--- src/rtl/l2_consts.svh ---
`ifndef L2_CONSTS_SVH
`define L2_CONSTS_SVH

// cache geometry
`define L2_TAG_W    18
`define L2_INDEX_W  8
`define L2_WAYS     4
`define L2_WAY_W    2

// one age counter per way
`define L2_AGE_W    2

`endif

--- src/rtl/l2_pkg.sv ---
`include "l2_consts.svh"

package l2_pkg;

    typedef logic [`L2_TAG_W-1:0] tag_t;

    typedef logic [`L2_INDEX_W-1:0] index_t;

    typedef logic [`L2_WAY_W-1:0] way_t;

    // field w holds the age of way w, 0 is most recent
    typedef logic [`L2_WAYS-1:0][`L2_AGE_W-1:0] age_set_t;

    typedef enum logic [1:0] {
        st_idle,
        st_compare,
        st_write_back,
        st_allocate
    } l2_state_e;

endpackage

--- src/rtl/l2_sequencer.sv ---
`timescale 1ns/1ps

module l2_sequencer (
    input  logic          clk,
    input  logic          nrst,
    input  logic          start,
    input  logic          req_write,
    input  logic          hit,
    input  l2_pkg::way_t  hit_way,
    input  l2_pkg::way_t  victim_way,
    input  logic          victim_dirty,
    input  logic          wb_ack,
    input  logic          fill_ack,
    output logic          busy,
    output logic          done,
    output logic          miss,
    output logic          update,
    output logic          refill,
    output l2_pkg::way_t  way,
    output l2_pkg::way_t  sel_way,
    output logic          fill,
    output logic          mark_dirty,
    output logic          touch,
    output logic          start_wb,
    output logic          start_fill
);

    l2_pkg::l2_state_e state;
    l2_pkg::l2_state_e next_state;

    logic in_compare;
    logic compare_miss;

    assign in_compare   = (state == l2_pkg::st_compare);
    assign compare_miss = in_compare && !hit;

    assign busy       = (state != l2_pkg::st_idle);
    assign touch      = in_compare && hit;
    assign mark_dirty = touch && req_write;
    assign fill       = (state == l2_pkg::st_allocate) && fill_ack;

    // memory requests launch on the edge that enters the state
    assign start_wb   = compare_miss && victim_dirty;
    assign start_fill = (compare_miss && !victim_dirty)
                      || ((state == l2_pkg::st_write_back) && wb_ack);

    always_comb
    begin
        next_state = state;
        case (state)
            l2_pkg::st_idle:
                if (start)
                    next_state = l2_pkg::st_compare;
            l2_pkg::st_compare:
                if (hit)
                    next_state = l2_pkg::st_idle;
                else if (victim_dirty)
                    next_state = l2_pkg::st_write_back;
                else
                    next_state = l2_pkg::st_allocate;
            l2_pkg::st_write_back:
                if (wb_ack)
                    next_state = l2_pkg::st_allocate;
            l2_pkg::st_allocate:
                if (fill_ack)
                    next_state = l2_pkg::st_compare;
            default:
                next_state = l2_pkg::st_idle;
        endcase
    end

    always_ff @(posedge clk or negedge nrst)
    begin
        if (!nrst)
        begin
            state   <= l2_pkg::st_idle;
            done    <= 1'b0;
            miss    <= 1'b0;
            update  <= 1'b0;
            refill  <= 1'b0;
            way     <= '0;
            sel_way <= '0;
        end
        else
        begin
            state  <= next_state;
            done   <= touch;
            miss   <= compare_miss;
            update <= mark_dirty;
            refill <= fill;
            if (touch)
                way <= hit_way;
            // victim kept for the fill
            if (compare_miss)
                sel_way <= victim_way;
        end
    end

endmodule

--- config.mk ---
export PLATFORM = sky130hd
export DESIGN_NAME = l2_sequencer
export DESIGN_NICKNAME = d
export VERILOG_FILES = /design/src/rtl/l2_pkg.sv /design/src/rtl/l2_sequencer.sv
export VERILOG_INCLUDE_DIRS = /design/src /design/src/rtl
export SDC_FILE = /design/constraint.sdc
export NUM_CORES = 1
export LEC_CHECK = 0
export ABC_AREA = 1
export BUFFER_PORTS_ARGS = -buffer_cell sky130_fd_sc_hd__buf_2
export CORE_AREA = 10 10 47 49
export CTS_BUF_LIST = sky130_fd_sc_hd__clkbuf_2 sky130_fd_sc_hd__clkbuf_4 sky130_fd_sc_hd__clkbuf_8
export DETAILED_ROUTE_END_ITERATION = 16
export DIE_AREA = 0 0 57 59
export PLACE_DENSITY_LB_ADDON = 0.05
export SLEW_MARGIN = 20
export SYNTH_ARGS = -nofsm -noshare
export SYNTH_HDL_FRONTEND = slang
export SYNTH_SLANG_ARGS = --single-unit
--- constraint.sdc ---
create_clock -name clk -period 3.4 [get_ports clk]
set_clock_uncertainty 0.15 [all_clocks]
set_input_delay 0.17 -clock clk [delete_from_list [all_inputs] [get_ports clk]]
set_output_delay 0.17 -clock clk [all_outputs]
set_load 0.1 [all_outputs]
== Yosys cells after proc, flatten, opt, wreduce, memory -nomap -nowiden ==
Cells that the tools add are included.

* Register bits: 10
* Bits of input ports: 12
* Output and inout port bits: 14
* Logic and storage cells: 32

* Equal/unequal tests: 6
* Multiplexer cells: 6
* Reduce and logical (&&, ||, !) cells: 13

{| class="wikitable"
|+ Operator list
! operator !! number
|-
| 2-to-1 mux 2 bit || 4
|-
| case mux 2 bit (4 select lines) || 1
|-
| logical AND 1 bit || 7
|-
| != test 2 bit, second input constant || 3
|-
| == test 2 bit, second input constant || 2
|-
| AND reduction 3 bit || 1
|-
| == test 2 x 1 -> 1 bit, second input constant || 1
|-
| logical NOT 1 bit || 2
|-
| logical NOT 2 bit || 1
|-
| nonzero test 2 bit || 1
|-
| logical OR 1 bit || 1
|-
| 2-to-1 mux 1 bit || 1
|}

== Logic depth before layout (Yosys ltp) ==
Gate-level depths: netlist of the first run.

* Word-level depth: 4
* Depth in mapped cells: 8
* Depth with buffers taken out: 8

== Least setup slack after synthesis of the first run ==
Ideal clock, no wire load.

* Path type: register to register
* Start point: register state[1]
* End point: register update
* Library setup time: 0.265 ns
* Arrival time: 2.050 ns
* Data required time: 2.985 ns
* Setup slack: 0.935 ns
* Cell stages (with the launch flop): 5
* Path buffers: 0
* Clock period less this slack: 2.465 ns
* Cells stage by stage: dfrtp_1 > inv_1 > ha_1 > nand2_1 > nor2_1

* Word-level cells in the longest chain between the ends: 3

{| class="wikitable"
|+ RTL lines
! element !! RTL line !! text
|-
| start: declaration || l2_sequencer.sv:28 || <nowiki>l2_pkg::l2_state_e state;</nowiki>
|-
| start signal: assignment || l2_sequencer.sv:76 || <nowiki>state <= l2_pkg::st_idle;</nowiki>
|-
| start signal: assignment || l2_sequencer.sv:86 || <nowiki>state <= next_state;</nowiki>
|-
| == test 2 x 1 -> 1 bit || l2_sequencer.sv:34 || <nowiki>assign in_compare = (state == l2_pkg::st_compare);</nowiki>
|-
| logical AND 1 bit || l2_sequencer.sv:38 || <nowiki>assign touch = in_compare && hit;</nowiki>
|-
| logical AND 1 bit || l2_sequencer.sv:39 || <nowiki>assign mark_dirty = touch && req_write;</nowiki>
|-
| via mark_dirty || l2_sequencer.sv:22 || <nowiki>output logic mark_dirty,</nowiki>
|-
| end signal: assignment || l2_sequencer.sv:89 || <nowiki>update <= mark_dirty;</nowiki>
|-
| end: declaration || l2_sequencer.sv:17 || <nowiki>output logic update,</nowiki>
|}

The timed path passes the listed nets, and every way through them passes these cells.
A chain may end at the register's enable or synchronous reset.

== Worst setup path in the final report of the first run ==
* Start point: register state[1]
* End point: output port start_fill

* Word-level cells in the longest chain between the ends: 4
* Elaborated cells on any way between the ends: 6
* Classes of those cells: eq/ne: 2; reduce/logical: 4

{| class="wikitable"
|+ RTL lines
! element !! RTL line !! text
|-
| == test 2 x 1 -> 1 bit || l2_sequencer.sv:34 ||
|-
| logical AND 1 bit || l2_sequencer.sv:35 || <nowiki>assign compare_miss = in_compare && !hit;</nowiki>
|-
| via compare_miss || l2_sequencer.sv:32 || <nowiki>logic compare_miss;</nowiki>
|-
| logical AND 1 bit || l2_sequencer.sv:44 || <nowiki>assign start_fill = (compare_miss && !victim_dirty)</nowiki>
|-
| logical OR 1 bit || l2_sequencer.sv:45 || <nowiki>|| ((state == l2_pkg::st_write_back) && wb_ack);</nowiki>
|-
| end: declaration || l2_sequencer.sv:25 || <nowiki>output logic start_fill</nowiki>
|}

The timed path passes the listed nets, and every way through them passes these cells.

==> results of run 1 <==
-- worst paths after layout --
check	slack (ns)	from	depth (start not counted)	to
max in group asynchronous	2.75	nrst	2	state[0]
setup reg to reg	2.05	state[1]	8	state[0]
hold reg to reg	0.33	way[0]	2	way[0]
min in group clk	0.15	victim_dirty	6	state[0]
hold / removal	0.15	nrst	2	way[0]
setup / recovery	1.39	state[1]	7	start_fill
-- registers in the layout, indices dropped and copies added, names as in the netlist --
register  flops
state         2
update        1
sel_way       2
done          1
refill        1
miss          1
way           2
-- final cells by class --
class                      instances  area [µm²]  share of cell area, %
timing repair buffer              33         205                   26.8
sequential                        10         250                   32.7
multi-input combinational         41         210                   27.5
tap                               16        20.0                   2.62
inverter                          15        56.3                   7.36
clock buffer                       3        22.5                   2.95
-- worst max-delay path: stages, from the launching register on --
cell and delay (ns):
dfrtp_1 0.42, inv_1 0.09, ha_1 0.20, inv_2 0.06
nor2_4 0.12, nand2_2 0.07, nand2_1 0.05, buf_2 0.41
-- routing by layer --
layer | track usage, % | up-vias | part of all wire [%]
met5 | 0 | - | 0
met4 | 2.01 | 0 | 0.89
met3 | 5.36 | 2 | 9.7
met2 | 12.4 | 17 | 44
met1 | 8.33 | 197 | 45
li1 | - | 259 | -
-- repair_timing --
action | in CTS | in global routing
endpoints found under the hold margin | 17 | 0
hold buffers | 8 | 0
buffers inserted | 0 | 0
gates resized for setup | 0 | 0
-- logic make-up after synthesis --
family | count (synthesis) | share of synthesized area, %
simple gates | 35 | 27.6
buf+inv | 15 | 10.9
flops | 10 | 48.4
fa+ha+maj | 5 | 12.1
compound gates | 1 | 0.968
-- placed cells by master (no fill, tap or decap) --
cell / n
nand2_1: 28
buf_2: 25
inv_1: 14
dfrtp_1: 10
dlygate4sd3_1: 8
ha_1: 5
nor2_1: 4
clkbuf_4: 3
inv_2: 1
nor2_4: 1
nand2_2: 1
a21oi_1: 1
nand3_1: 1
-- stage by stage --
step	cell area (µm²)	setup WS, ns	hold WS, ns	utilization, %	std cells
3_3_place_gp	662	1.69	-0.107	47.2	107
4_1_cts	764	1.37	0.135	54.6	118
3_5_place_dp	662	1.67	-0.106	47.2	107
6_report	764	1.39	0.147	54.6	118
5_1_grt	764	1.25	0.160	54.6	118
2_1_floorplan	517	0.935	-0.276	-	66
==> results.md, run 1 <==
* Status: complete, no violations
* Max-slew violation count at 0
* Net count after synthesis at 83
* CTS tree: built
* Gr ovfl total at 0
* Fraction of layout cells with a size suffix above 1 at 30.4%
* GRT Util Overall at 7.82%
* Post-synth top cells: nand2_1 (28), inv_1 (14), dfrtp_1 (10)
* Final min period at 2.01 ns
* Critical Path AT at 1.69 ns
* Seq/Total Area, Yosys at 48.4%
* Row cnt at 14
* Top-count cell post-synth: nand2_1
* Max Fclk at 498 MHz
* Number of vias per cell at 4.03
* Starting Density at 36.9%
* Largest net degree at the start of global routing at 11
* Fin Setup TNS at 0 ns
* Hold crit path type: primary input to async pin
* Routed WL per cell at 10.5 µm
* I/O Buffers at 25
* WP data required at 3.08 ns
* Worst Tran Pin Value at 0.489 ns
* RSZ-0062 raised after global routing: false
* Mean Syn Cell Area at 7.83 µm²
* Placer Congestion at 0.724
* TritonCTS Buffers at 3
* IO Pins at 26
* Number of synthesized flops with an enable pin at 0
* Main synth FF type: dfrtp_1
* Fillers at 152
* CP Capture Type: primary output
* TritonRoute pass-1 iters at 4
* Clock sink count at 10
* # DRC at 0
* Synth area leader: dfrtp_1
* Die height at 59 µm
* N_diodes at 0
* Syn. warnings at 0
* Routed vias at 475
* Nets at 121
* Mapped Cells at 66
* Critical Path Source Type: flip-flop
* HPWL after DPL at 966 µm
* Die area at 3360 µm²
* Max_cap viols at 0
* Yosys cell types at 10
* Width of the die at 57 µm
* Crit path kind: flip-flop to primary output
* Final setup vio count at 0
* Routed Antenna Nets at 0
* Post-route clock period utilization at 59.1%
* Max_slew headroom at 67.6%
* Largest cells by area after synthesis: dfrtp_1 (48%), nand2_1 (20%), ha_1 (12%)
* Synth Register Bits at 10
* Area share of the largest cell type after synthesis at 48.4%
* Core area at 1400 µm²
* CTS clk-pin slew, worst paths at 0.06 ns
* Maximum fanout along the worst path at 5
* CTS H-tree depth at 1
* Post-Route WL at 1230 µm
* CTS root buffer: clkbuf_4
* Synthesized area at 517 µm²
* Initial antenna violation count at 0
* Starting DRT DRC Count at 2
* First-pass GRT wire length at 2110 µm
* Area growth syn-to-layout at 47.9%
* Number of global-route vias before repair at 507
* Synth async-reset ratio at 100%
* Final hold violation count at 0
* CTS max path bufs at 2
* Worst-Skew Late Latency at 0.26 ns
Power of run 1 is not shown: default switching activity piles up to over one toggle a cycle in this logic, so the estimate is an artifact.
==> run 2, diff against run 1 <==
ABC_AREA = 0   (was 1)
clock period = 1.6 ns   (was 3.4 ns; I/O delays follow)
==> results.md, run 2 <==
* Final setup vio count at 6 (was 0)
* Critical Path AT at 1.74 ns (was 1.69 ns)
* Number of synthesized flops with an enable pin at 0 (unchanged)
* Starting DRT DRC Count at 6 (was 2)
* Status: finished with violations (was complete, no violations)
* Final hold violation count at 0 (unchanged)
* # DRC at 0 (unchanged)
* Width of the die at 57 µm (unchanged)
* Net count after synthesis at 61 (was 83)
* Max_cap viols at 0 (unchanged)
* WP data required at 1.60 ns (was 3.08 ns)
* Synth Register Bits at 10 (unchanged)
* CTS root buffer: clkbuf_4 (unchanged)
* Worst R2R End: state[0] (unchanged)
* HPWL after DPL at 1040 µm (was 966 µm)
* Max Fclk at 574 MHz
* Mapped Cells at 44 (was 66)
* Nets at 111 (was 121)
* Post-route clock period utilization at 109%
* Final hold slack at 0.0645 ns (was 0.147 ns)
* CP Capture Type: flip-flop (was primary output)
* I/O Buffers at 25 (unchanged)
* N_diodes at 0 (unchanged)
* Final min period at 1.74 ns
* Routed WL per cell at 13.0 µm (was 10.5 µm)
* Syn. warnings at 0 (unchanged)
* Worst R2R Start: state[1] (unchanged)
* Post-synth top cells: dfrtp_1 (10), inv_1 (8), nand2_1 (8) (was nand2_1 (28), inv_1 (14), dfrtp_1 (10))
* CTS clk-pin slew, worst paths at 0.07 ns (was 0.06 ns)
* Die height at 59 µm (unchanged)
* Starting Density at 33.8% (was 36.9%)
* Crit path kind: flip-flop to flip-flop (was flip-flop to primary output)
* Synthesized area at 473 µm² (was 517 µm²)
* TritonCTS Buffers at 3 (unchanged)
* Top-count cell post-synth: dfrtp_1 (was nand2_1)
* Routed vias at 466 (was 475)
* IO Pins at 26 (unchanged)
* TritonRoute pass-1 iters at 4 (unchanged)
* Fillers at 117 (was 152)
* Post-Route WL at 1420 µm (was 1230 µm)
* Seq/Total Area, Yosys at 52.9% (was 48.4%)
* Max-slew violation count at 0 (unchanged)
* Setup slack, reg-to-reg at -0.14 ns (was 2.05 ns)
* Largest cells by area after synthesis: dfrtp_1 (53%), ha_1 (13%), mux2_2 (7.1%) (was dfrtp_1 (48%), nand2_1 (20%), ha_1 (12%))
* CTS tree: built (unchanged)
* Commonest non-fill, non-tap cells in the layout: buf_2 (19), dfrtp_1 (10), buf_4 (10), dlygate4sd3_1 (8), nand2_1 (7) (was nand2_1 (28), buf_2 (25), inv_1 (14), dfrtp_1 (10), dlygate4sd3_1 (8))
* Final WS setup at -0.141 ns (was 1.39 ns)
* Max_slew headroom at 67.2% (was 67.6%)
* Largest net degree at the start of global routing at 11 (unchanged)
* Synth area leader: dfrtp_1 (unchanged)
* CP startpoint: state[1] (unchanged)
* Placer Congestion at 0.735 (was 0.724)
* Main synth FF type: dfrtp_1 (unchanged)
* RSZ-0062 raised after global routing: true (was false)
* Worst Tran Pin Value at 0.495 ns (was 0.489 ns)
* Die area at 3360 µm² (unchanged)
* Crit path to: state[0] (was start_fill)
* Yosys cell types at 12 (was 10)
* Number of global-route vias before repair at 560 (was 507)
* GRT Util Overall at 9.44% (was 7.82%)
* Maximum fanout along the worst path at 4 (was 5)
* Initial antenna violation count at 0 (unchanged)
* Commonest non-fill, non-tap cell in the layout: buf_2 (was nand2_1)
* Area growth syn-to-layout at 107% (was 47.9%)
* Synth async-reset ratio at 100% (unchanged)
* Number of vias per cell at 4.28 (was 4.03)
* Routed Antenna Nets at 0 (unchanged)
* Area share of the largest cell type after synthesis at 52.9% (was 48.4%)
* R2R depth at 4 (was 8)
* Largest regs: sel_way x2, state x2, way x2 (unchanged)
* Gr ovfl total at 0 (unchanged)
* Row cnt at 14 (unchanged)
* Critical Path Source Type: flip-flop (unchanged)
* Fin Setup TNS at -0.457 ns (was 0 ns)
* CTS max path bufs at 2 (unchanged)
* Hold crit path type: primary input to async pin (unchanged)
* Failing checks: setup timing
* Clock sink count at 10 (unchanged)
* Core area at 1400 µm² (unchanged)
* CTS H-tree depth at 1 (unchanged)
* First-pass GRT wire length at 2490 µm (was 2110 µm)
* Mean Syn Cell Area at 10.7 µm² (was 7.83 µm²)
* Worst-Skew Late Latency at 0.26 ns (about the same)
* Fraction of layout cells with a size suffix above 1 at 61.3% (was 30.4%)
## run 2: cell count changes after synthesis, moves of 2 or more
| cell | delta |
|---|---|
| nand2_1 | -20 |
| inv_1 | -6 |
| nor2_1 | -4 |
| mux2_2 | +3 |
| o21ai_0 | +3 |
| and2_1 | +2 |
## run 2: what timing repair did
action	4_1_cts	5_1_grt
resized for setup	8	4
setup endpoints to repair	7	8
hold buffers	8	0
pin swaps	1	1
endpoints found under the hold margin	17	0
buffers inserted	3	0
## run 2: how the worst min path moves through the flow
stage | to | cells past startpoint
6_report | update | 2
5_1_grt | update | 2
4_1_cts | done | 2
3_5_place_dp | done | 1
3_3_place_gp | done | 1
2_1_floorplan | done | 0
## run 2: area by class of cell
class	count	area, µm²	area share [%]
Clock buffer	4	36.3	3.70
Inverter	8	33.8	3.44
Multi-Input combinational cell	26	248	25.3
Sequential cell	10	250	25.5
Tap cell	16	20.0	2.04
Timing Repair Buffer	45	393	40.1
## run 2: critical path: stages (launching register included)
cell and delay, ns:
dfrtp_1 0.43, buf_6 0.14, ha_4 0.15, a222oi_1 0.38, mux2_2 0.38
## run 2: kinds of logic (layout without fill, tap and decap cells)
family | Yosys count | count (layout) | synth area share [%]
and+or+nand+nor | 13 | 13 | 13.0
DFF | 10 | 10 | 52.9
buffers and inverters | 8 | 57 | 6.35
adders and majority gates | 5 | 5 | 13.2
AOI/OAI and AO/OA | 4 | 4 | 5.29
muxes | 4 | 4 | 9.26
## run 2: metrics by stage
step	setup WS (ns)	util (%)	cell area (µm²)	cells
after global placement	-0.0542	56.5	792	94
after detailed placement	-0.0935	56.5	792	94
final	-0.141	70.0	981	109
after global routing	-0.192	70.0	981	109
after CTS	-0.130	69.6	975	109
after floorplan	-0.222	-	489	44
## run 2: layer usage
layer  GRT usage, %  share of wire (%)
met4           5.03                  0
met5              0                  0
met1           9.56                 42
met3           4.08                8.3
met2           16.1                 50
Power of run 2 is left out for the same reason.
