===== config.mk =====
export PLATFORM = sky130hd
export DESIGN_NAME = l2_request_latch
export DESIGN_NICKNAME = d
export VERILOG_FILES = /design/src/rtl/l2_pkg.sv /design/src/rtl/l2_request_latch.sv
export VERILOG_INCLUDE_DIRS = /design/src /design/src/rtl
export SDC_FILE = /design/constraint.sdc
export NUM_CORES = 1
export LEC_CHECK = 0
export ABC_AREA = 1
export BUFFER_PORTS_ARGS = -buffer_cell sky130_fd_sc_hd__buf_2
export CORE_MARGIN = 1
export CORE_UTILIZATION = 38
export CTS_CLUSTER_DIAMETER = 30
export DETAILED_ROUTE_END_ITERATION = 6
export GPL_ROUTABILITY_DRIVEN = 0
export GPL_TIMING_DRIVEN = 0
export HOLD_SLACK_MARGIN = 0.05
export PLACE_DENSITY_LB_ADDON = 0.15
export SYNTH_ARGS = -nofsm -noshare
export SYNTH_HDL_FRONTEND = slang
export SYNTH_SLANG_ARGS = --single-unit

===== constraint.sdc =====
create_clock -name clk -period 1 [get_ports clk]
set_clock_uncertainty 0.05 [all_clocks]
set_input_delay 0.1 -clock clk [delete_from_list [all_inputs] [get_ports clk]]
set_output_delay 0.1 -clock clk [all_outputs]
set_load 0.05 [all_outputs]

===== src/rtl/l2_consts.svh =====
`ifndef L2_CONSTS_SVH
`define L2_CONSTS_SVH

// cache geometry
`define L2_TAG_W    18
`define L2_INDEX_W  8
`define L2_WAYS     4
`define L2_WAY_W    2

// one age counter per way
`define L2_AGE_W    2

`endif


===== src/rtl/l2_pkg.sv =====
`include "l2_consts.svh"

package l2_pkg;

    typedef logic [`L2_TAG_W-1:0] tag_t;

    typedef logic [`L2_INDEX_W-1:0] index_t;

    typedef logic [`L2_WAY_W-1:0] way_t;

    // field w holds the age of way w, 0 is most recent
    typedef logic [`L2_WAYS-1:0][`L2_AGE_W-1:0] age_set_t;

    typedef enum logic [1:0] {
        st_idle,
        st_compare,
        st_write_back,
        st_allocate
    } l2_state_e;

endpackage


===== src/rtl/l2_request_latch.sv =====
`timescale 1ns/1ps

module l2_request_latch (
    input  logic            clk,
    input  logic            nrst,
    input  logic            rd,
    input  logic            wr,
    input  l2_pkg::tag_t    tag,
    input  l2_pkg::index_t  index,
    input  logic            busy,
    input  logic            flush,
    output logic            req_write,
    output l2_pkg::tag_t    req_tag,
    output l2_pkg::index_t  req_index,
    output logic            start,
    output logic            flush_go
);

    // accept edge for a new request
    assign start = (rd | wr) & ~busy;

    // flush only when idle and nothing else is asked for
    assign flush_go = flush & ~busy & ~(rd | wr);

    always_ff @(posedge clk or negedge nrst)
    begin
        if (!nrst)
            req_write <= 1'b0;
        else if (start)
            req_write <= wr;
    end

    // address held for the whole transaction
    always_ff @(posedge clk)
    begin
        if (start)
        begin
            req_tag   <= tag;
            req_index <= index;
        end
    end

endmodule


# Word level (Yosys, flattened, before mapping)
# Index checks and enable logic that the tools add are counted.
# word_totals
regBits	27
inputBits	32
out_inout_bits	29
# classes
bitwise_logic	6
# op_table
cell	n
1-bit AND	3
1-bit inverter	2
1-bit OR	1

# Logic depth before layout (Yosys ltp)
# Gate-level depths: netlist of the first run.
# logic_depth
ltp_word	3
ltp_mapped	4

# Worst setup path before layout of the first run
# OpenSTA, ideal clock, no wires.
# synth_path
path_kind	input to register
start	input port busy
end	register req_index[0] (enable)
required_time_ps	555
cell_stages	3
n_path_buf	0
setup_slack_ps	-466
setup_ps	395
arrival_time_ps	1021
path_cell_list	inv_1 -> o21ai_2 -> inv_1
# synth_between
elab_chain_len	2
# synth_rtl
item	line	rtl
start, declared	l2_request_latch.sv:10	input logic busy,
1-bit inverter	l2_request_latch.sv:20	assign start = (rd | wr) & ~busy;
1-bit AND	l2_request_latch.sv:20	
net start	l2_request_latch.sv:15	output logic start,
end signal, assigned	l2_request_latch.sv:39	req_index <= index;
end, declared	l2_request_latch.sv:14	output l2_pkg::index_t req_index,
# The timed path passes the listed nets, and every way through them passes these cells.
# A chain may end at the register's enable or synchronous reset.

# Worst setup path in the final report of the first run
# layout_path
start	register req_tag[13]
end	output port req_tag[13]
# layout_rtl
item	line	rtl
start, declared	l2_request_latch.sv:13	output l2_pkg::tag_t req_tag,
start signal, assigned	l2_request_latch.sv:38	req_tag <= tag;
# No word-level cell between the ends.

==> results of run 1 <==
[registers in the layout, summed over array words and instances (netlist names)]
register / count
req_write: 1
req_index: 8
req_tag: 18
[layout by cell type (no fill, tap or decap)]
| cell type | synthesis | final |
|---|---|---|
| buf_2 | 0 | 33 |
| dlygate4sd3_1 | 0 | 31 |
| buf_6 | 0 | 27 |
| edfxtp_1 | 26 | 26 |
| nand2_1 | 4 | 4 |
| clkbuf_4 | 0 | 3 |
| clkinvlp_4 | 0 | 2 |
| nor2_1 | 2 | 1 |
| nor2_2 | 0 | 1 |
| inv_1 | 2 | 1 |
| o21ai_4 | 0 | 1 |
| clkbuf_1 | 0 | 1 |
| buf_4 | 0 | 1 |
| dfrtp_1 | 1 | 1 |
[where the power goes]
part	internal (mW)	switching, mW	total, mW
sequential	1.35	0.0468	1.40
combinational	0.309	0.459	0.768
clock	0.155	0.280	0.435
[timing repair]
action                                  in CTS  in global routing
endpoints found under the hold margin       28                  0
resized for setup                           55                  0
setup buffers                                1                  0
hold buffers                                31                  0
endpoints found under the setup margin      54                 27
gates cloned                                 1                  0
[per-stage QoR]
stage | setup slack, ps | hold WS, ps | area (um^2) | util, %
floorplan | -298.4 | -245.6 | 858.3 | -
global placement | -420.6 | -173.4 | 1192 | 58.97
detailed placement | -440.4 | -174.2 | 1192 | 58.97
CTS | -89.01 | 298.0 | 1713 | 84.72
global route | -98.42 | 354.0 | 1713 | 84.72
finish | -67.98 | 323.7 | 1713 | 84.72
[how the worst min path moves through the flow]
stage          cells after the start            to  slack [ps]
2_1_floorplan                      0     req_write        -250
3_3_place_gp                       1     req_write        -170
3_5_place_dp                       1     req_write        -170
4_1_cts                            3  req_index[6]         300
5_1_grt                            3   req_tag[10]         350
6_report                           3    req_tag[1]         320
[final cells by class]
| cell class | instances | share of cell area [%] |
|---|---|---|
| Clock buffer | 4 | 1.534 |
| Inverter | 2 | 0.6574 |
| Multi-Input combinational cell | 7 | 2.411 |
| Sequential cell | 27 | 47.04 |
| Tap cell | 27 | 1.972 |
| Timing Repair Buffer | 92 | 45.95 |
| Timing Repair inverter | 1 | 0.4383 |
[kinds of logic after synthesis]
logic type | after synthesis
buf+inv | 2
compound gates | 1
flops | 27
simple gates | 6
[routing by layer]
layer	wire length (um)	GRT usage, %
met3	109	3.427
met4	28	3.431
met2	1183	38.13
met1	712	18.68
met5	0	0
==> metrics.cfg, run 1 <==
[status]
status=finished with violations
violations=negative setup slack

[setup_path]
setup.worst_path.start=req_tag[13]
ff2ff_setup_slack_ps=320
start_kind=register
reg2reg_depth=2
r2r-end=req_write
endpoint=req_tag[13]
worstSetupPathDepth=1
cp_cell_sequence=buf_6
critical_path_buf_inv_count=1
cp.arrival_ps=920
crit_family=flip-flops
endpoint_kind=primary output
path_class=register to primary output
cpPeakStageDelay_ps=440
reg2reg_from=req_write
path_max_fanout=1
crit_slowest_cell=edfxtp_1
required_ps=850

[yosys]
syn_nets=68
synthCells=36
synth.top_cells.by_count=26 x edfxtp_1, 4 x nand2_1, 2 x inv_1, 2 x nor2_1
synthSimpleGateAreaFrac_pct=2.667
async_flop_share_pct=3.704
synth_fa_ha_area_share_pct=0
synth_top_area_share_pct=92.44
synth_top_family_by_area=simple AND/OR/NAND/NOR gates
synth-edff-count=26
yosys-top-cells-area=edfxtp_1 92%, dfrtp_1 3.0%, nand2_1 1.8%
synth.area.mux_share_pct=0
synth_area_um2=844.6
yosys_warnings=0
synth-compound-area-share_pct=1.037
ys_seq_elements=27
synth_ff_type=edfxtp_1
synth.most_common_cell=edfxtp_1
synth_xor_area_share_pct=0
yosysTopAreaCell=edfxtp_1
syn_area_per_cell_um2=23.46
ys_seq_area_share_pct=95.41
synth.distinct_cells=6

[sta]
fin_tns_setup_ps=-777.8
fmax_mhz=936.3
finalSetupViolations=27
final_max_slew_viol_count=0
tightest_slew_ps=277.2
hold_viol_final=0
setup_ws_ps=-67.98
period_share_pct=106.8
slew_headroom_pct=81.48
rsz0062_at_grt=true
post-route-min-period_ps=1068

[power_and_ir_drop]
leakage_nw=0.7276
powerDensity_nw_per_um2=1518
peakVddDrop_mv=1.489
total_power_mw=2.601

[routing]
viasPerCell=4.213
wire_per_inst_um=12.71
ant_nets=0
drcViolationCount=0
drt-initial-drc-count=14
vias=674
wirelength_um=2034
first_pass_iters=4

[cells_and_area]
final-instance-count-excl-fill=160
n_antenna_cell=0
drive_above_1_share_pct=51.13
seq_area_um2=805.8
n_fill_cell=110
fin_nets=166
multiInputGateArea_um2=41.29
syn_to_final_growth_pct=102.8

[worst_hold_path]
min_path_type=input pin to register
hp-start=rd

[clock_tree]
cts_sinks=27
clock_path_buffers=2
cts_inserted_buffers=3
clk_pin_slew_worst_paths_ps=130
tritoncts=done
root_buffer=clkbuf_4
htreeDepth=1
clock_latency_ps=310

[die]
die_w_um=49.15
ios=61
initial_core_util_pct=41.77
core.rowCount=16
dieArea_um2=2415
coreArea_um2=2022
fp.dieH_um=49.15

[global_route]
grt_overflow_total=0
grt_pass1_wl_um=3298
first_global_vias=784
grtUsageTotal_pct=18.50
grt_max_degree=15
antenna_found_initial=0

[placement]
dp.cells=123
hpwlAfterDp_um=1029
portBuffers=60

[flow_run]
maxCapViolCount=0

Note: power is estimated with default switching activity, not from simulation.
==> inputs of run 2 (changes only) <==
--- a/config.mk
+++ b/config.mk
@@ -10,2 +10,3 @@
 export BUFFER_PORTS_ARGS = -buffer_cell sky130_fd_sc_hd__buf_2
+export CORE_ASPECT_RATIO = 0.8
 export CORE_MARGIN = 1
@@ -17,3 +18,3 @@
 export HOLD_SLACK_MARGIN = 0.05
-export PLACE_DENSITY_LB_ADDON = 0.15
+export PLACE_DENSITY_LB_ADDON = 0.25
 export SYNTH_ARGS = -nofsm -noshare
==> constraint.sdc (replaced) <==
create_clock -name clk -period 1 [get_ports clk]
set_clock_uncertainty 0.05 [all_clocks]
set_input_delay 0.25 -clock clk [delete_from_list [all_inputs] [get_ports clk]]
set_output_delay 0.25 -clock clk [all_outputs]
set_load 0.05 [all_outputs]
==> metrics.cfg, run 2 (synthesized netlist as in run 1, its figures left out) <==
[status]
status=finished with violations
violations=negative setup slack

[global_route]
grtUsageTotal_pct=15.86  ; -2.6 points
grt_max_degree=15  ; unchanged
grt_pass1_wl_um=2525  ; -23%
antenna_found_initial=0  ; unchanged
first_global_vias=600  ; -23%
grt_overflow_total=0  ; unchanged

[die]
initial_core_util_pct=42.67  ; +0.90 points
core.rowCount=14  ; -2
dieArea_um2=2416  ; about the same
ios=61  ; unchanged
coreArea_um2=1979  ; -2.1%
die_w_um=54.71  ; +11%
fp.dieH_um=44.17  ; -10%

[setup_path]
crit_slowest_cell=edfxtp_1
cpPeakStageDelay_ps=430  ; about the same
path_max_fanout=1  ; unchanged
critical_path_buf_inv_count=1  ; unchanged
required_ps=700  ; -150 ps
cp.arrival_ps=920  ; about the same
endpoint_kind=primary output
path_class=register to primary output
cp_cell_sequence=buf_6
start_kind=register
crit_family=flip-flops

[cells_and_area]
final_common_cell=buf_6
n_fill_cell=93  ; -15%
fin_nets=163  ; -1.8%
reg.largest.list=req_tag x18, req_index x8, req_write x1
finish.instance_area_um2=1718  ; +0.29%
largest_register_ffs=18  ; unchanged
n_antenna_cell=0  ; unchanged
drive_above_1_share_pct=56.15  ; +5.0 points
top_register=req_tag
syn_to_final_growth_pct=103.4
layout_common_cells=30 x buf_6, 29 x buf_2, 26 x dlygate4sd3_1, 26 x edfxtp_1

[clock_tree]
tritoncts=done
cts_inserted_buffers=3  ; unchanged
root_buffer=clkbuf_4
htreeDepth=1  ; unchanged
cts_sinks=27  ; unchanged
clk_pin_slew_worst_paths_ps=130  ; about the same
clock_latency_ps=320  ; about the same
clock_path_buffers=2  ; unchanged

[routing]
wirelength_um=2100  ; +3.2%
ant_nets=0  ; unchanged
drt-initial-drc-count=8  ; -6
vias=678  ; +0.59%
first_pass_iters=3  ; -1
wire_per_inst_um=13.64  ; +7.3%
drcViolationCount=0  ; unchanged
viasPerCell=4.403  ; +4.5%

[worst_hold_path]
min_path_type=input pin to register

[power_and_ir_drop]
leakage_nw=0.7257  ; -0.26%
powerDensity_nw_per_um2=1531  ; +0.81%
peakVddDrop_mv=1.298  ; -13%

[sta]
finalSetupViolations=29  ; +7.4%
setup_ws_ps=-221.8  ; -153.8 ps
rsz0062_at_grt=true
period_share_pct=122.2  ; +15 points
fin_hold_ws_ps=51.84  ; -271.8 ps
post-route-min-period_ps=1222  ; +153.8 ps
hold_viol_final=0  ; unchanged
tightest_slew_ps=260.1  ; -17.10 ps
final_max_slew_viol_count=0  ; unchanged
fmax_mhz=818.5  ; -13%
slew_headroom_pct=82.62  ; +1.1 points

[placement]
placed_cell_area_um2=1194  ; +0.10%
portBuffers=60  ; unchanged

[flow_run]
maxCapViolCount=0  ; unchanged

-- run 2: cell types whose count changed in the layout (fill, tap and decap cells not counted), moves of 2 or more --
cell	previous run	this run
buf_2	33	29
nor2_4	0	2
dlygate4sd3_1	31	26
buf_6	27	30
buf_4	1	3
-- run 2: where the power goes --
group	internal, mW	switching (mW)	leakage [nW]
Combinational	0.316	0.468	0.450
Clock	0.156	0.293	0.0150
Sequential	1.35	0.0464	0.261
Total	1.82	0.807	0.726
-- run 2: per-layer routing --
layer | wire length [um] | track usage (%) | vias up
met5 | 0 | 0 | -
met4 | 14 | 3.077 | 0
met3 | 168 | 8.591 | 2
met2 | 1112 | 26.51 | 37
met1 | 804 | 17.88 | 315
li1 | - | - | 324
-- run 2: area by class of cell --
| type | count | area (um^2) | area share, % |
|---|---|---|---|
| inverters | 2 | 11.26 | 0.6555 |
| well taps | 24 | 30.03 | 1.748 |
| multi-input cells | 7 | 56.30 | 3.277 |
| flip-flops and latches | 27 | 805.8 | 46.90 |
| clock buffers | 4 | 26.28 | 1.529 |
| repair inverters | 1 | 7.507 | 0.4370 |
| repair buffers | 89 | 780.7 | 45.45 |
-- run 2: final timing paths --
check / slack [ps] / start / cells after the start / endpoint
max: -220 / req_index[4] / 1 / req_index[4]
min: 50 / index[5] / 1 / req_index[5]
max reg2reg: 320 / req_write / 2 / req_write
min reg2reg: 490 / req_write / 2 / req_write
max in group asynchronous: 620 / nrst / 2 / req_write
min in group asynchronous: 200 / nrst / 2 / req_write
-- run 2: metrics by stage --
stage | total power, mW | instances | worst slack [ps] | util, % | setup TNS [ps]
2_1_floorplan | 1.794 | 36 | -448.4 | - | -11900
3_3_place_gp | 1.943 | 120 | -717.6 | 60.30 | -13820
3_5_place_dp | 1.952 | 120 | -737.5 | 60.30 | -14380
4_1_cts | 2.569 | 137 | -220.2 | 78.32 | -8129
5_1_grt | 2.727 | 154 | -264.0 | 86.79 | -6885
6_report | 2.630 | 154 | -221.8 | 86.79 | -5320
-- run 2: timing repair --
| action | 4_1_cts | 5_1_grt |
|---|---|---|
| gates cloned | 1 | 0 |
| pin swaps | 4 | 3 |
| buffers inserted | 1 | 2 |
| hold buffers | 11 | 15 |
| endpoints found under the setup margin | 55 | 42 |
| gates resized for setup | 65 | 2 |
| hold endpoints to repair | 11 | 15 |
==> inputs of run 3 (changes only) <==
- PLACE_DENSITY: not set -> 0.85
- PLACE_DENSITY_LB_ADDON: 0.25 -> not set
==> metrics.cfg, run 3 (synthesized netlist as in run 1, its figures left out) <==
[status]
status=finished with violations
violations=negative setup slack

[sta]
finalSetupViolations=55  ; +90%
final_max_slew_viol_count=0  ; unchanged
fmax_mhz=794.7  ; -2.9%
period_share_pct=125.8  ; +3.6 points
post-route-min-period_ps=1258  ; +36.48 ps
fin_tns_setup_ps=-6396  ; -1075 ps
rsz0062_at_grt=true
slew_headroom_pct=80.76  ; -1.9 points
fin_hold_ws_ps=111.7  ; +59.87 ps
setup_ws_ps=-258.3  ; -36.48 ps
tightest_slew_ps=288.0  ; +27.86 ps
hold_viol_final=0  ; unchanged

[routing]
first_pass_iters=4  ; +1
wire_per_inst_um=17.80  ; +31%
vias=728  ; +7.4%
drt-initial-drc-count=16  ; +8
ant_nets=0  ; unchanged
drcViolationCount=0  ; unchanged
wirelength_um=2759  ; +31%
viasPerCell=4.697  ; +6.7%

[clock_tree]
cts_sinks=27  ; unchanged
clock_latency_ps=330  ; about the same
clk_pin_slew_worst_paths_ps=140  ; about the same
tritoncts=done
clock_path_buffers=2  ; unchanged
cts_inserted_buffers=3  ; unchanged
htreeDepth=1  ; unchanged
root_buffer=clkbuf_4

[die]
die_w_um=54.71  ; unchanged
dieArea_um2=2416  ; unchanged
core.rowCount=14  ; unchanged
initial_core_util_pct=42.67  ; unchanged
coreArea_um2=1979  ; unchanged
fp.dieH_um=44.17  ; unchanged
ios=61  ; unchanged

[global_route]
antenna_found_initial=0  ; unchanged
grtUsageTotal_pct=23.85  ; +8.0 points
first_global_vias=733  ; +22%
grt_pass1_wl_um=3622  ; +43%
grt_max_degree=15  ; unchanged
grt_overflow_total=0  ; unchanged

[setup_path]
cp_cell_sequence=buf_6
required_ps=700  ; about the same
crit_slowest_cell=edfxtp_1
crit_family=flip-flops
path_class=register to primary output
endpoint_kind=primary output
start_kind=register
path_max_fanout=1  ; unchanged
critical_path_buf_inv_count=1  ; unchanged
cp.arrival_ps=960  ; +40 ps
cpPeakStageDelay_ps=450  ; +20 ps

[power_and_ir_drop]
p_comb_share_pct=29.9  ; about the same
pwr-share-clk_pct=17.9  ; +0.8 points
leakage_nw=0.7326  ; +0.95%
powerDensity_nw_per_um2=1548  ; +1.1%
peakVddDrop_mv=1.601  ; +23%
power.switching_mw=0.8569  ; +6.2%
p_int_mw=1.829  ; +0.38%
p_sw_share_pct=31.90  ; +1.2 points
p_seq_share_pct=52.2  ; -0.9 points

[cells_and_area]
reg.largest.list=req_tag x18, req_index x8, req_write x1
top_register=req_tag
syn_to_final_growth_pct=105.5
final_util_pct=87.67  ; +0.88 points
final_common_cell=buf_6
layout_common_cells=30 x buf_6, 29 x buf_2, 27 x dlygate4sd3_1
drive_above_1_share_pct=55.73  ; -0.43 points
finish.instance_area_um2=1735  ; +1.0%
fin_nets=164  ; +0.61%
largest_register_ffs=18  ; unchanged
n_fill_cell=82  ; -12%
n_antenna_cell=0  ; unchanged

[placement]
hpwlAfterDp_um=1178
portBuffers=60  ; unchanged
placed_cell_area_um2=1194  ; unchanged

[flow_run]
maxCapViolCount=0  ; unchanged

[worst_hold_path]
min_path_type=input pin to register

run 3: tightest hold or removal path, cell delays in order:
cell	delay (ps)
buf_8	90
nand2_1	50
nand2_1	70
run 3: power by group through the flow:
stage	registers [mW]	logic [mW]	clock network [mW]
detailed placement	1.40	0.555	0
global route	1.41	0.833	0.535
CTS	1.40	0.755	0.461
floorplan	1.75	0.0477	0
finish	1.40	0.804	0.480
global placement	1.39	0.549	0
run 3: path summary, 6_finish.rpt:
kind / to / from / slack, ps / cells past startpoint
min in group asynchronous: req_write / nrst / 180 / 2
worst max register to register: req_write / req_write / 270 / 2
worst min-delay path: req_write / wr / 110 / 3
worst min register to register: req_write / req_write / 540 / 2
worst max-delay path: req_index[5] / req_index[5] / -260 / 1
max in group asynchronous: req_write / nrst / 640 / 2
run 3: cell type report:
class | count | area (um^2) | share of cell area (%)
clock buffer | 4 | 26.28 | 1.514
inverter | 2 | 11.26 | 0.6489
multi-input combinational | 7 | 56.30 | 3.244
sequential | 27 | 805.8 | 46.43
tap | 24 | 30.03 | 1.730
timing repair buffer | 90 | 798.3 | 46.00
timing repair inverter | 1 | 7.507 | 0.4326
run 3: through the flow:
stage	worst slack, ps	instances	total power [mW]
final	-258.3	155	2.686
after global routing	-277.6	155	2.777
after CTS	-230.4	147	2.613
after detailed placement	-740.0	120	1.954
after global placement	-694.3	120	1.943
after floorplan	-448.4	36	1.794
run 3: timing repair:
action / 4_1_cts / 5_1_grt
gates cloned: 1 / 0
buffers inserted: 1 / 2
gates resized for setup: 67 / 3
hold buffers: 21 / 6
setup endpoints to repair: 55 / 29
pin swaps: 4 / 3
endpoints found under the hold margin: 21 / 6
run 3: routing by layer:
metal  GRT usage [%]  vias up  share of wire, %
li1                -      325                 -
met1           25.71      344                37
met2           39.76       51                51
met3           10.65        8               9.1
met4           10.77        0               3.2
met5               0        -                 0
